`src/execPkg.sv`:
```
`default_nettype none

package execPkg;

    localparam int DATA_WIDTH = 16;
    localparam int REG_IDX_WIDTH = 3;
    localparam int RESULT_CREDITS = 4;
    localparam int CREDIT_WIDTH = $clog2(RESULT_CREDITS + 1);

    // Set-on-condition kinds
    localparam logic [2:0] SET_NONE = 3'd0;
    localparam logic [2:0] SET_SEQ = 3'd1;
    localparam logic [2:0] SET_SLT = 3'd2;
    localparam logic [2:0] SET_SLE = 3'd3;
    localparam logic [2:0] SET_SCO = 3'd4;

    typedef enum logic [4:0] {
        aluR   = 5'd0,
        shiftR = 5'd1,
        addi   = 5'd2,
        subi   = 5'd3,
        xori   = 5'd4,
        andni  = 5'd5,
        roli   = 5'd6,
        slli   = 5'd7,
        rori   = 5'd8,
        srli   = 5'd9,
        seq    = 5'd10,
        slt    = 5'd11,
        sle    = 5'd12,
        sco    = 5'd13
    } opcode_t;

    // Low two bits go straight to the shifter
    typedef enum logic [2:0] {
        opRol = 3'd0, opSll = 3'd1, opRor = 3'd2, opSrl = 3'd3,
        opAdd = 3'd4, opSub = 3'd5, opXor = 3'd6, opAnd = 3'd7
    } aluOp_t;

    typedef union packed {
        struct packed {
            opcode_t opcode;
            logic [REG_IDX_WIDTH-1:0] rs;
            logic [REG_IDX_WIDTH-1:0] rt;
            logic [REG_IDX_WIDTH-1:0] rd;
            logic [1:0] funct;
        } rFmt;
        struct packed {
            opcode_t opcode;
            logic [REG_IDX_WIDTH-1:0] rs;
            logic [REG_IDX_WIDTH-1:0] rd;
            logic [4:0] imm;
        } iFmt;
    } instrWord_t;

endpackage

`default_nettype wire

```
`src/aluCtrlIf.sv`:
```
`timescale 1ns/1ps
`default_nettype none

interface aluCtrlIf;
    import execPkg::*;

    logic valid;
    aluOp_t aluOp;
    logic invA;
    logic invB;
    logic cin;
    logic sign;
    logic [DATA_WIDTH-1:0] a;
    logic [DATA_WIDTH-1:0] b;
    logic [REG_IDX_WIDTH-1:0] dest;
    logic [2:0] setKind;
    logic advance;

    modport decodeSide (
        output valid, aluOp, invA, invB, cin, sign, a, b, dest, setKind,
        input  advance
    );

    modport aluSide (input aluOp, invA, invB, cin, sign, a, b);

    modport resultSide (
        input  valid, dest, setKind,
        output advance
    );

endinterface

`default_nettype wire

```
`src/alu.sv`:
```
`timescale 1ns/1ps
`default_nettype none

module alu (
    aluCtrlIf.aluSide ctrl,
    output logic [execPkg::DATA_WIDTH-1:0] result,
    output logic ofl,
    output logic cout,
    output logic ltZero,
    output logic zero
);
    import execPkg::*;

    logic [DATA_WIDTH-1:0] inA;
    logic [DATA_WIDTH-1:0] inB;
    logic [DATA_WIDTH-1:0] sum;
    logic [DATA_WIDTH-1:0] shOut;
    logic [4:0] carry;
    logic signedOfl;

    assign inA = ctrl.invA ? ~ctrl.a : ctrl.a;
    assign inB = ctrl.invB ? ~ctrl.b : ctrl.b;

    shifter u_shifter (
        .in(inA),
        .cnt(inB[3:0]),
        .op(ctrl.aluOp[1:0]),
        .out(shOut)
    );

    // Carry ripples between the four lookahead slices
    assign carry[0] = ctrl.cin;

    for (genvar n = 0; n < 4; n++) begin : gSlice
        cla4 u_cla4 (
            .a(inA[4*n +: 4]),
            .b(inB[4*n +: 4]),
            .cin(carry[n]),
            .sum(sum[4*n +: 4]),
            .cout(carry[n+1])
        );
    end

    assign cout = carry[4];

    always_comb begin
        case (ctrl.aluOp)
            opAdd, opSub: result = sum;
            opXor: result = inA ^ inB;
            opAnd: result = inA & inB;
            default: result = shOut;
        endcase
    end

    // Both inputs agree in sign but the sum does not
    assign signedOfl = (inA[DATA_WIDTH-1] & inB[DATA_WIDTH-1] & ~sum[DATA_WIDTH-1])
                     | (~inA[DATA_WIDTH-1] & ~inB[DATA_WIDTH-1] & sum[DATA_WIDTH-1]);

    assign ofl = ctrl.sign ? signedOfl : carry[4];

    // Unsigned compare falls back to the borrow
    assign ltZero = ctrl.sign ? (sum[DATA_WIDTH-1] ^ signedOfl) : ~carry[4];

    assign zero = ~|result;

endmodule

`default_nettype wire

```
`src/cla4.sv`:
```
`timescale 1ns/1ps
`default_nettype none

module cla4 (
    input  logic [3:0] a,
    input  logic [3:0] b,
    input  logic cin,
    output logic [3:0] sum,
    output logic cout
);

    logic [3:0] g;
    logic [3:0] p;
    logic [4:0] c;

    assign g = a & b;
    assign p = a ^ b;

    assign c[0] = cin;
    assign c[1] = g[0] | (p[0] & c[0]);
    assign c[2] = g[1] | (p[1] & g[0]) | (p[1] & p[0] & c[0]);
    assign c[3] = g[2] | (p[2] & g[1]) | (p[2] & p[1] & g[0]) | (p[2] & p[1] & p[0] & c[0]);
    assign c[4] = g[3] | (p[3] & g[2]) | (p[3] & p[2] & g[1]) | (p[3] & p[2] & p[1] & g[0])
                | (p[3] & p[2] & p[1] & p[0] & c[0]);

    assign sum = p ^ c[3:0];
    assign cout = c[4];

endmodule

`default_nettype wire

```
`src/execUnit.sv`:
```
`timescale 1ns/1ps
`default_nettype none

module execUnit (
    input  logic clk,
    input  logic reset,
    input  execPkg::instrWord_t instr,
    input  logic [execPkg::DATA_WIDTH-1:0] opA,
    input  logic [execPkg::DATA_WIDTH-1:0] opB,
    input  logic inValid,
    output logic inReady,
    input  logic creditReturn,
    output logic outValid,
    output logic [execPkg::REG_IDX_WIDTH-1:0] outDest,
    output logic [execPkg::DATA_WIDTH-1:0] outData
);
    import execPkg::*;

    logic [DATA_WIDTH-1:0] aluResult;
    logic aluCout;
    logic aluLtZero;
    logic aluZero;

    aluCtrlIf ctrlIf ();

    instrDecode u_decode (
        .clk(clk),
        .reset(reset),
        .instr(instr),
        .opA(opA),
        .opB(opB),
        .inValid(inValid),
        .inReady(inReady),
        .ctrl(ctrlIf.decodeSide)
    );

    // Overflow has no consumer in this slice
    alu u_alu (
        .ctrl(ctrlIf.aluSide),
        .result(aluResult),
        .ofl(),
        .cout(aluCout),
        .ltZero(aluLtZero),
        .zero(aluZero)
    );

    resultStage u_result (
        .clk(clk),
        .reset(reset),
        .ctrl(ctrlIf.resultSide),
        .result(aluResult),
        .cout(aluCout),
        .ltZero(aluLtZero),
        .zero(aluZero),
        .creditReturn(creditReturn),
        .outValid(outValid),
        .outDest(outDest),
        .outData(outData)
    );

endmodule

`default_nettype wire

```
`src/instrDecode.sv`:
```
`timescale 1ns/1ps
`default_nettype none

module instrDecode (
    input  logic clk,
    input  logic reset,
    input  execPkg::instrWord_t instr,
    input  logic [execPkg::DATA_WIDTH-1:0] opA,
    input  logic [execPkg::DATA_WIDTH-1:0] opB,
    input  logic inValid,
    output logic inReady,
    aluCtrlIf.decodeSide ctrl
);
    import execPkg::*;

    aluOp_t nextOp;
    logic nextInvA;
    logic nextInvB;
    logic nextCin;
    logic nextSign;
    logic isIFmt;
    logic accept;
    logic [DATA_WIDTH-1:0] sextImm;
    logic [DATA_WIDTH-1:0] zextImm;
    logic [DATA_WIDTH-1:0] nextB;
    logic [REG_IDX_WIDTH-1:0] nextDest;
    logic [2:0] nextSetKind;

    assign sextImm = {{(DATA_WIDTH-5){instr.iFmt.imm[4]}}, instr.iFmt.imm};
    assign zextImm = {{(DATA_WIDTH-5){1'b0}}, instr.iFmt.imm};

    // Free slot, or the held item leaves this cycle
    assign inReady = ~ctrl.valid | ctrl.advance;
    assign accept = inValid & inReady;

    always_comb begin
        nextOp = opAdd;
        nextInvA = 1'b0;
        nextInvB = 1'b0;
        nextCin = 1'b0;
        nextSign = 1'b0;
        nextB = opB;
        nextSetKind = SET_NONE;
        isIFmt = 1'b1;
        case (instr.rFmt.opcode)
            aluR: begin
                isIFmt = 1'b0;
                nextOp = aluOp_t'({1'b1, instr.rFmt.funct});
                nextSign = (instr.rFmt.funct[1] == 1'b0);
                nextInvA = (instr.rFmt.funct == 2'd1);
                nextCin = (instr.rFmt.funct == 2'd1);
                nextInvB = (instr.rFmt.funct == 2'd3);
            end
            shiftR: begin
                isIFmt = 1'b0;
                nextOp = aluOp_t'({1'b0, instr.rFmt.funct});
            end
            addi: begin
                nextSign = 1'b1;
                nextB = sextImm;
            end
            // imm minus rs
            subi: begin
                nextOp = opSub;
                nextInvA = 1'b1;
                nextCin = 1'b1;
                nextSign = 1'b1;
                nextB = sextImm;
            end
            xori: begin
                nextOp = opXor;
                nextB = zextImm;
            end
            andni: begin
                nextOp = opAnd;
                nextInvB = 1'b1;
                nextB = zextImm;
            end
            roli, slli, rori, srli: begin
                nextOp = aluOp_t'(instr.rFmt.opcode - roli);
                nextB = zextImm;
            end
            // Compares work on rt minus rs
            seq, slt, sle: begin
                isIFmt = 1'b0;
                nextOp = opSub;
                nextInvA = 1'b1;
                nextCin = 1'b1;
                nextSign = 1'b1;
                nextSetKind = (instr.rFmt.opcode == seq) ? SET_SEQ :
                              (instr.rFmt.opcode == slt) ? SET_SLT : SET_SLE;
            end
            sco: begin
                isIFmt = 1'b0;
                nextSetKind = SET_SCO;
            end
            default: begin
                isIFmt = 1'b0;
            end
        endcase
        nextDest = isIFmt ? instr.iFmt.rd : instr.rFmt.rd;
    end

    always_ff @(posedge clk) begin
        if (reset) begin
            ctrl.valid <= 1'b0;
        end else if (accept) begin
            ctrl.valid <= 1'b1;
        end else if (ctrl.advance) begin
            ctrl.valid <= 1'b0;
        end
    end

    always_ff @(posedge clk) begin
        if (accept) begin
            ctrl.aluOp <= nextOp;
            ctrl.invA <= nextInvA;
            ctrl.invB <= nextInvB;
            ctrl.cin <= nextCin;
            ctrl.sign <= nextSign;
            ctrl.a <= opA;
            ctrl.b <= nextB;
            ctrl.dest <= nextDest;
            ctrl.setKind <= nextSetKind;
        end
    end

endmodule

`default_nettype wire

```
`src/resultStage.sv`:
```
`timescale 1ns/1ps
`default_nettype none

module resultStage (
    input  logic clk,
    input  logic reset,
    aluCtrlIf.resultSide ctrl,
    input  logic [execPkg::DATA_WIDTH-1:0] result,
    input  logic cout,
    input  logic ltZero,
    input  logic zero,
    input  logic creditReturn,
    output logic outValid,
    output logic [execPkg::REG_IDX_WIDTH-1:0] outDest,
    output logic [execPkg::DATA_WIDTH-1:0] outData
);
    import execPkg::*;

    logic [CREDIT_WIDTH-1:0] credits;
    logic [DATA_WIDTH-1:0] wbValue;
    logic take;

    // Decode may hand over only while the consumer has room
    assign ctrl.advance = (credits != '0);
    assign take = ctrl.valid & ctrl.advance;

    always_comb begin
        case (ctrl.setKind)
            SET_SEQ: wbValue = {{(DATA_WIDTH-1){1'b0}}, zero};
            SET_SLT: wbValue = {{(DATA_WIDTH-1){1'b0}}, ltZero};
            SET_SLE: wbValue = {{(DATA_WIDTH-1){1'b0}}, ltZero | zero};
            SET_SCO: wbValue = {{(DATA_WIDTH-1){1'b0}}, cout};
            default: wbValue = result;
        endcase
    end

    always_ff @(posedge clk) begin
        if (reset) begin
            outValid <= 1'b0;
            credits <= CREDIT_WIDTH'(RESULT_CREDITS);
        end else begin
            outValid <= take;
            // One credit spent per item, one back per return pulse
            credits <= credits - CREDIT_WIDTH'(take) + CREDIT_WIDTH'(creditReturn);
        end
    end

    always_ff @(posedge clk) begin
        if (take) begin
            outDest <= ctrl.dest;
            outData <= wbValue;
        end
    end

endmodule

`default_nettype wire

```
`src/shifter.sv`:
```
`timescale 1ns/1ps
`default_nettype none

module shifter (
    input  logic [15:0] in,
    input  logic [3:0] cnt,
    input  logic [1:0] op,
    output logic [15:0] out
);

    logic [15:0] stage [0:4];

    assign stage[0] = in;

    // Stage s moves by 2**s when cnt[s] is set
    for (genvar s = 0; s < 4; s++) begin : gStage
        logic [15:0] moved;

        always_comb begin
            case (op)
                2'b00: moved = (stage[s] << (2**s)) | (stage[s] >> (16 - 2**s));
                2'b01: moved = stage[s] << (2**s);
                2'b10: moved = (stage[s] >> (2**s)) | (stage[s] << (16 - 2**s));
                default: moved = stage[s] >> (2**s);
            endcase
        end

        assign stage[s+1] = cnt[s] ? moved : stage[s];
    end

    assign out = stage[4];

endmodule

`default_nettype wire

```
`config.mk`:
```
export PLATFORM = sky130hd
export DESIGN_NAME = execUnit
export DESIGN_NICKNAME = d
export VERILOG_FILES = /design/src/execPkg.sv /design/src/aluCtrlIf.sv /design/src/alu.sv /design/src/cla4.sv /design/src/execUnit.sv /design/src/instrDecode.sv /design/src/resultStage.sv /design/src/shifter.sv
export SDC_FILE = /design/constraint.sdc
export NUM_CORES = 1
export LEC_CHECK = 0
export ABC_AREA = 1
export BUFFER_PORTS_ARGS = -buffer_cell sky130_fd_sc_hd__buf_2
export CORE_UTILIZATION = 50
export DETAILED_ROUTE_END_ITERATION = 6
export PLACE_DENSITY = 0.71
export SLEW_MARGIN = 20
export SYNTH_ARGS = -nofsm -noshare
export SYNTH_HDL_FRONTEND = slang
export SYNTH_SLANG_ARGS = --single-unit
```
`constraint.sdc`:
```
create_clock -name clk -period 8 [get_ports clk]
set_input_delay 1.6 -clock clk [delete_from_list [all_inputs] [get_ports clk]]
set_output_delay 1.6 -clock clk [all_outputs]
set_load 0.005 [all_outputs]
```
=== Word level (Yosys, flattened, before mapping) ===
Cells that the tools add are included.

* Add/subtract/negate cells: 3
* Equality and inequality tests: 25
* Muxes and demuxes: 25
* Bitwise gates (word level): 143
* Reduce and logical (&&, ||, !) cells: 15

{| class="wikitable"
|+ Operators by type and width
! operator !! count
|-
| case mux 16 bit (3 select lines) || 4
|-
| 2-to-1 mux 16 bit || 6
|-
| AND 1 bit || 70
|-
| case mux 16 bit (2 select lines) || 2
|-
| case mux 16 bit (4 select lines) || 1
|-
| OR 1 bit || 43
|-
| NOT 16 bit || 2
|-
| bitwise XOR 4 bit || 8
|-
| equality test 5 x 4 -> 1 bit (second input constant) || 6
|-
| equality test 5 x 3 -> 1 bit (second input constant) || 4
|-
| case mux 3 bit (6 select lines) || 1
|-
| AND 16 bit || 1
|-
| AND 4 bit || 4
|-
| OR 12 x 16 -> 16 bit || 1
|-
| OR 14 x 16 -> 16 bit || 1
|-
| OR 15 x 16 -> 16 bit || 1
|-
| OR 16 x 1 -> 16 bit || 1
|-
| OR 16 x 2 -> 16 bit || 1
|-
| OR 16 x 4 -> 16 bit || 1
|-
| OR 8 x 16 -> 16 bit || 1
|-
| OR reduction 16 bit || 1
|-
| bitwise XOR 16 bit || 1
|-
| equality test 3 bit (second input constant) || 5
|-
| equality test 5 x 2 -> 1 bit (second input constant) || 2
|-
| other kinds (25) || 43
|}

* Register bits: 68
* Logic and storage cells: 224

=== Logic depth before layout (Yosys ltp) ===
* Depth in word-level cells: 22
* Depth in mapped cells: 25
* Depth with buffers taken out: 24

=== By module ===
A second synthesis with hierarchy kept.

* Cell total of the unflattened synthesis: 880
* Area total of the unflattened synthesis: 6,481.2 um^2

{| class="wikitable"
|+ By module, submodules not included
! module !! instances !! cells an instance !! area an instance (um^2)
|-
| instrDecode || 1 || 149 || 1,849.3
|-
| shifter || 1 || 303 || 1,632.8
|-
| alu || 1 || 203 || 1,206.2
|-
| resultStage || 1 || 101 || 1,037.2
|-
| cla4 || 4 || 31 || 188.9
|}

=== Worst setup path after synthesis ===
No wires, ideal clock.

* Path type: register to register
* Start point: register u_decode.ctrl.invB
* End point: register u_result.outData[0] (netlist name) (data pin)
* Setup time: 0.146 ns
* Arrival: 3.801 ns
* Setup slack: 4.053 ns
* Stages on the path, launching flop included: 23
* Buffers on the path: 2
* Path through: edfxtp_1 > buf_6 > xnor2_1 > clkbuf_1 > inv_1 > ha_1 > a21oi_1 > nand3_1 > nand3_1 > nand4_1 > nand2_1 > nand2_1 > fa_1 > or2_2 > nand3_1 > nand3_1 > nand2_1 > nand2_1 > nor2_1 > nand2_1 > nor2_1 > nand3_1 > a21oi_1

* Longest elaborated chain between the ends: 21

{| class="wikitable"
|+ RTL lines
! item !! RTL line !! RTL
|-
| start: declaration || aluCtrlIf.sv:20 || <nowiki>output valid, aluOp, invA, invB, cin, sign, a, b, dest, setKind,</nowiki>
|-
| start signal: assignment || instrDecode.sv:118 || <nowiki>ctrl.invB <= nextInvB;</nowiki>
|-
| 2-to-1 mux 16 bit * || alu.sv:22 || <nowiki>assign inB = ctrl.invB ? ~ctrl.b : ctrl.b;</nowiki>
|-
| branches (longest 19 deep; another with bitwise XOR 4 bit) || n/a ||
|-
| case mux 16 bit (4 select lines) * || resultStage.sv:28 || <nowiki>case (ctrl.setKind)</nowiki>
|-
| net u_result.wbValue[0] || resultStage.sv:20 || <nowiki>logic [DATA_WIDTH-1:0] wbValue;</nowiki>
|-
| end signal: assignment || resultStage.sv:51 || <nowiki>outData <= wbValue;</nowiki>
|-
| end: declaration || resultStage.sv:15 || <nowiki>output logic [execPkg::DATA_WIDTH-1:0] outData</nowiki>
|}

Mark *: on every way through the listed nets, which the timed path passes.
A chain may end at the register's enable or synchronous reset.

=== Worst setup path after layout ===
Same ends and word-level chain as after synthesis.

==> flow_summary.ini <==
[outcome]
status = finished, final reports clean

[detailed_routing]
via_count = 5646
drc_errors = 0
drtPass1Iterations = 5
wl_per_cell_um = 15.5
drtIter0Drc = 605
viasPerCell = 5.67
ant_nets = 0
drt_wl_total_mm = 15.5

[timing]
fin_setup_tns_ns = 0
relSlewSlack_pct = 25.7
finalHoldViolCount = 0
finalCriticalPeriod_ns = 4.85
finalClockSkew_ns = 0.00828
fin_crit_sh_pct = 60.6
max_freq_mhz = 206
drv_slew = 0
finalSetupViolCount = 0
worst_pin_slew_ns = 1.11
rsz0062_at_grt = false

[clock_tree]
cts_root_buf = clkbuf_8
clk_pin_slew_ns = 0.07
numCtsBuffers = 9
clk_path_buf_depth = 2
cts_tree = done
worstSkewPairLatency_ns = 0.36
cts_setup_buffers = 0
cts_resized = 0
cts_sinks = 68
cts_hold_buf = 0
h-tree-depth = 3

[final_layout]
fin_cells = 996
fillers = 1037
final_nets = 926
drive_gt1_share_pct = 13.4
multiInputGateArea_sq_um = 3200
stdcell_area_sq_um = 6230
diodes = 0
seq_area_sq_um = 1990
syn_to_final_growth_pct = 10.8

[power_and_ir_drop]
ir_worst_vdd_mv = 0.123
leakagePower_nw = 3.01
powerDensity_nw_per_um2 = 217

[worst_setup_path]
r2r-start = u_decode.ctrl.invB
cpMaxStageDelayCell = clkinv_1
crit_buf_inv = 2
cp_top_family = simple AND/OR/NAND/NOR gates
critPathLaunchType = flip-flop
critical_path_class = reg2reg
crit_arrival_ns = 5.06
worstPathMaxFanout = 17
r2r_cells = 21
crit_path_max_incr_delay_ns = 0.61
endpoint_kind = flip-flop
crit_required_ns = 8.21
path_cells = buf_4, xnor2_4, clkinv_1, ha_1, nand4_1, nand3_1, nand3_1, nand4_1, nand2_1, nand2_1, fa_1, or2_2, nand3_1, nand3_1, nand2_1, nand2_1, nor2_1, nand2_1, nor2_1, nand3_1, a21oi_1
reg2reg_to = u_result.outData[0]
reg2reg_slack_ns = 3.15

[worst_hold_path]
min-delay-start = u_decode.ctrl.dest[1]
hold_end = u_result.outDest[1]
min_path_cells = 0
hold_class = reg2reg

[logic_synthesis]
synthTopCellsByCount = 252 x nand2_1, 198 x nand3_1, 63 x edfxtp_1
syn_area_per_cell_sq_um = 7.07
synthCells = 795
ys.flop_type = edfxtp_1
yosysSeqAreaShare_pct = 35.4
synth_fp_nets = 870
yosysMostFrequentCell = nand2_1
ys_types = 40
yosysTopAreaCell = edfxtp_1
synth_edf_count = 63
ys_ff_latch = 68
synth_area_sq_um = 5620
yosys_warnings = 0
synth.area.top_cells = edfxtp_1 34%, nand3_1 18%, nand2_1 17%
synth_top_area_share_pct = 33.7
async_flop_share_pct = 0

[floorplan]
io_pins = 73
start_util_pct = 51.6
die_w_um = 108
fp-row-count = 38
dieArea_sq_um = 11700
coreArea_sq_um = 10900
die_height_um = 108

[flow_run]
drv_cap = 0

[place]
post_dp_cell_area_sq_um = 6030
place.gp.congestion = 0.890
io_buffers = 69
dp_cells = 980
hpwl_mm = 11.6

[global_routing]
antenna_found_initial = 0
grtUsageTotal_pct = 27.5
grt-ovfl-total = 0
grt_pass1_wl_mm = 24.3
grt_max_degree = 47
first_global_vias = 4918
## through the flow
stage / utilization (%) / setup WS, ns / hold WS (ns) / power (mW)
6_report: 57.2 / 3.15 / 0.421 / 1.35
2_1_floorplan: - / 4.05 / 0.400 / 0.918
5_1_grt: 57.2 / 2.77 / 0.424 / 1.45
3_5_place_dp: 55.4 / 3.22 / 0.407 / 1.07
3_3_place_gp: 55.4 / 3.29 / 0.402 / 1.05
4_1_cts: 57.2 / 3.20 / 0.423 / 1.35
## layer usage
layer | global-route usage (%) | wire, um | vias to the layer above
li1 | - | - | 2813
met1 | 38.9 | 6960 | 2534
met2 | 40.6 | 6770 | 258
met3 | 5.06 | 1180 | 41
met4 | 12.9 | 556 | 0
met5 | 0 | 0 | -
## cells in the final DEF (no fill, tap or decap), drive strengths merged
master / instances
a21boi: 1
a21o: 2
a21oi: 17
a221oi: 8
a22oi: 6
a31oi: 1
buf: 78
clkbuf: 14
clkinv: 3
clkinvlp: 2
dfxtp: 5
edfxtp: 63
fa: 4
ha: 19
inv: 63
nand2: 255
nand3: 203
nand3b: 4
nand4: 4
nor2: 47
nor3: 7
nor4: 1
o2111ai: 3
o211ai: 3
o21a: 1
o21ai: 18
o221ai: 1
or2: 5
xnor2: 4
xor2: 14
## sequential cells by signal (all words and copies together) (netlist names), 3 cells and up
register and cells:
u_result.outData 16, u_decode.ctrl.b 16, u_decode.ctrl.setKind 3, u_result.credits 3, u_decode.ctrl.a 16, u_result.outDest 3, u_decode.ctrl.aluOp 3, u_decode.ctrl.dest 3
## cell families after synthesis
family / count (synthesis) / share of synthesized area (%)
buffers and inverters: 99 / 7.63
AOI/OAI and AO/OA: 61 / 6.83
DFF: 68 / 35.4
and+or+nand+nor: 526 / 41.3
adders and majority gates: 23 / 5.65
xor gates and xnor gates: 18 / 3.14
## where the power goes
group	internal (mW)	switching [mW]
combinational	0.208	0.409
sequential	0.443	0.0188
clock	0.148	0.126
## how the worst max path moves through the flow
stage | end | start | depth (start not counted) | slack (ns)
global placement | u_result.outData[0] | u_decode.ctrl.invB | 21 | 3.29
global route | u_result.outData[0] | u_decode.ctrl.invB | 21 | 2.77
CTS | u_result.outData[0] | u_decode.ctrl.invB | 21 | 3.20
detailed placement | u_result.outData[0] | u_decode.ctrl.invB | 21 | 3.22
floorplan | u_result.outData[0] | u_decode.ctrl.invB | 22 | 4.05
finish | u_result.outData[0] | u_decode.ctrl.invB | 21 | 3.15
## layout make-up
cell class,instances,share of cell area (%)
clock buffer,14,2.95
tap,140,2.81
clock inverter,2,0.241
sequential,68,32.0
inverter,66,4.00
multi-input combinational,628,51.4
timing repair buffer,78,6.63
No activity file was read; power rests on OpenSTA's default activity.
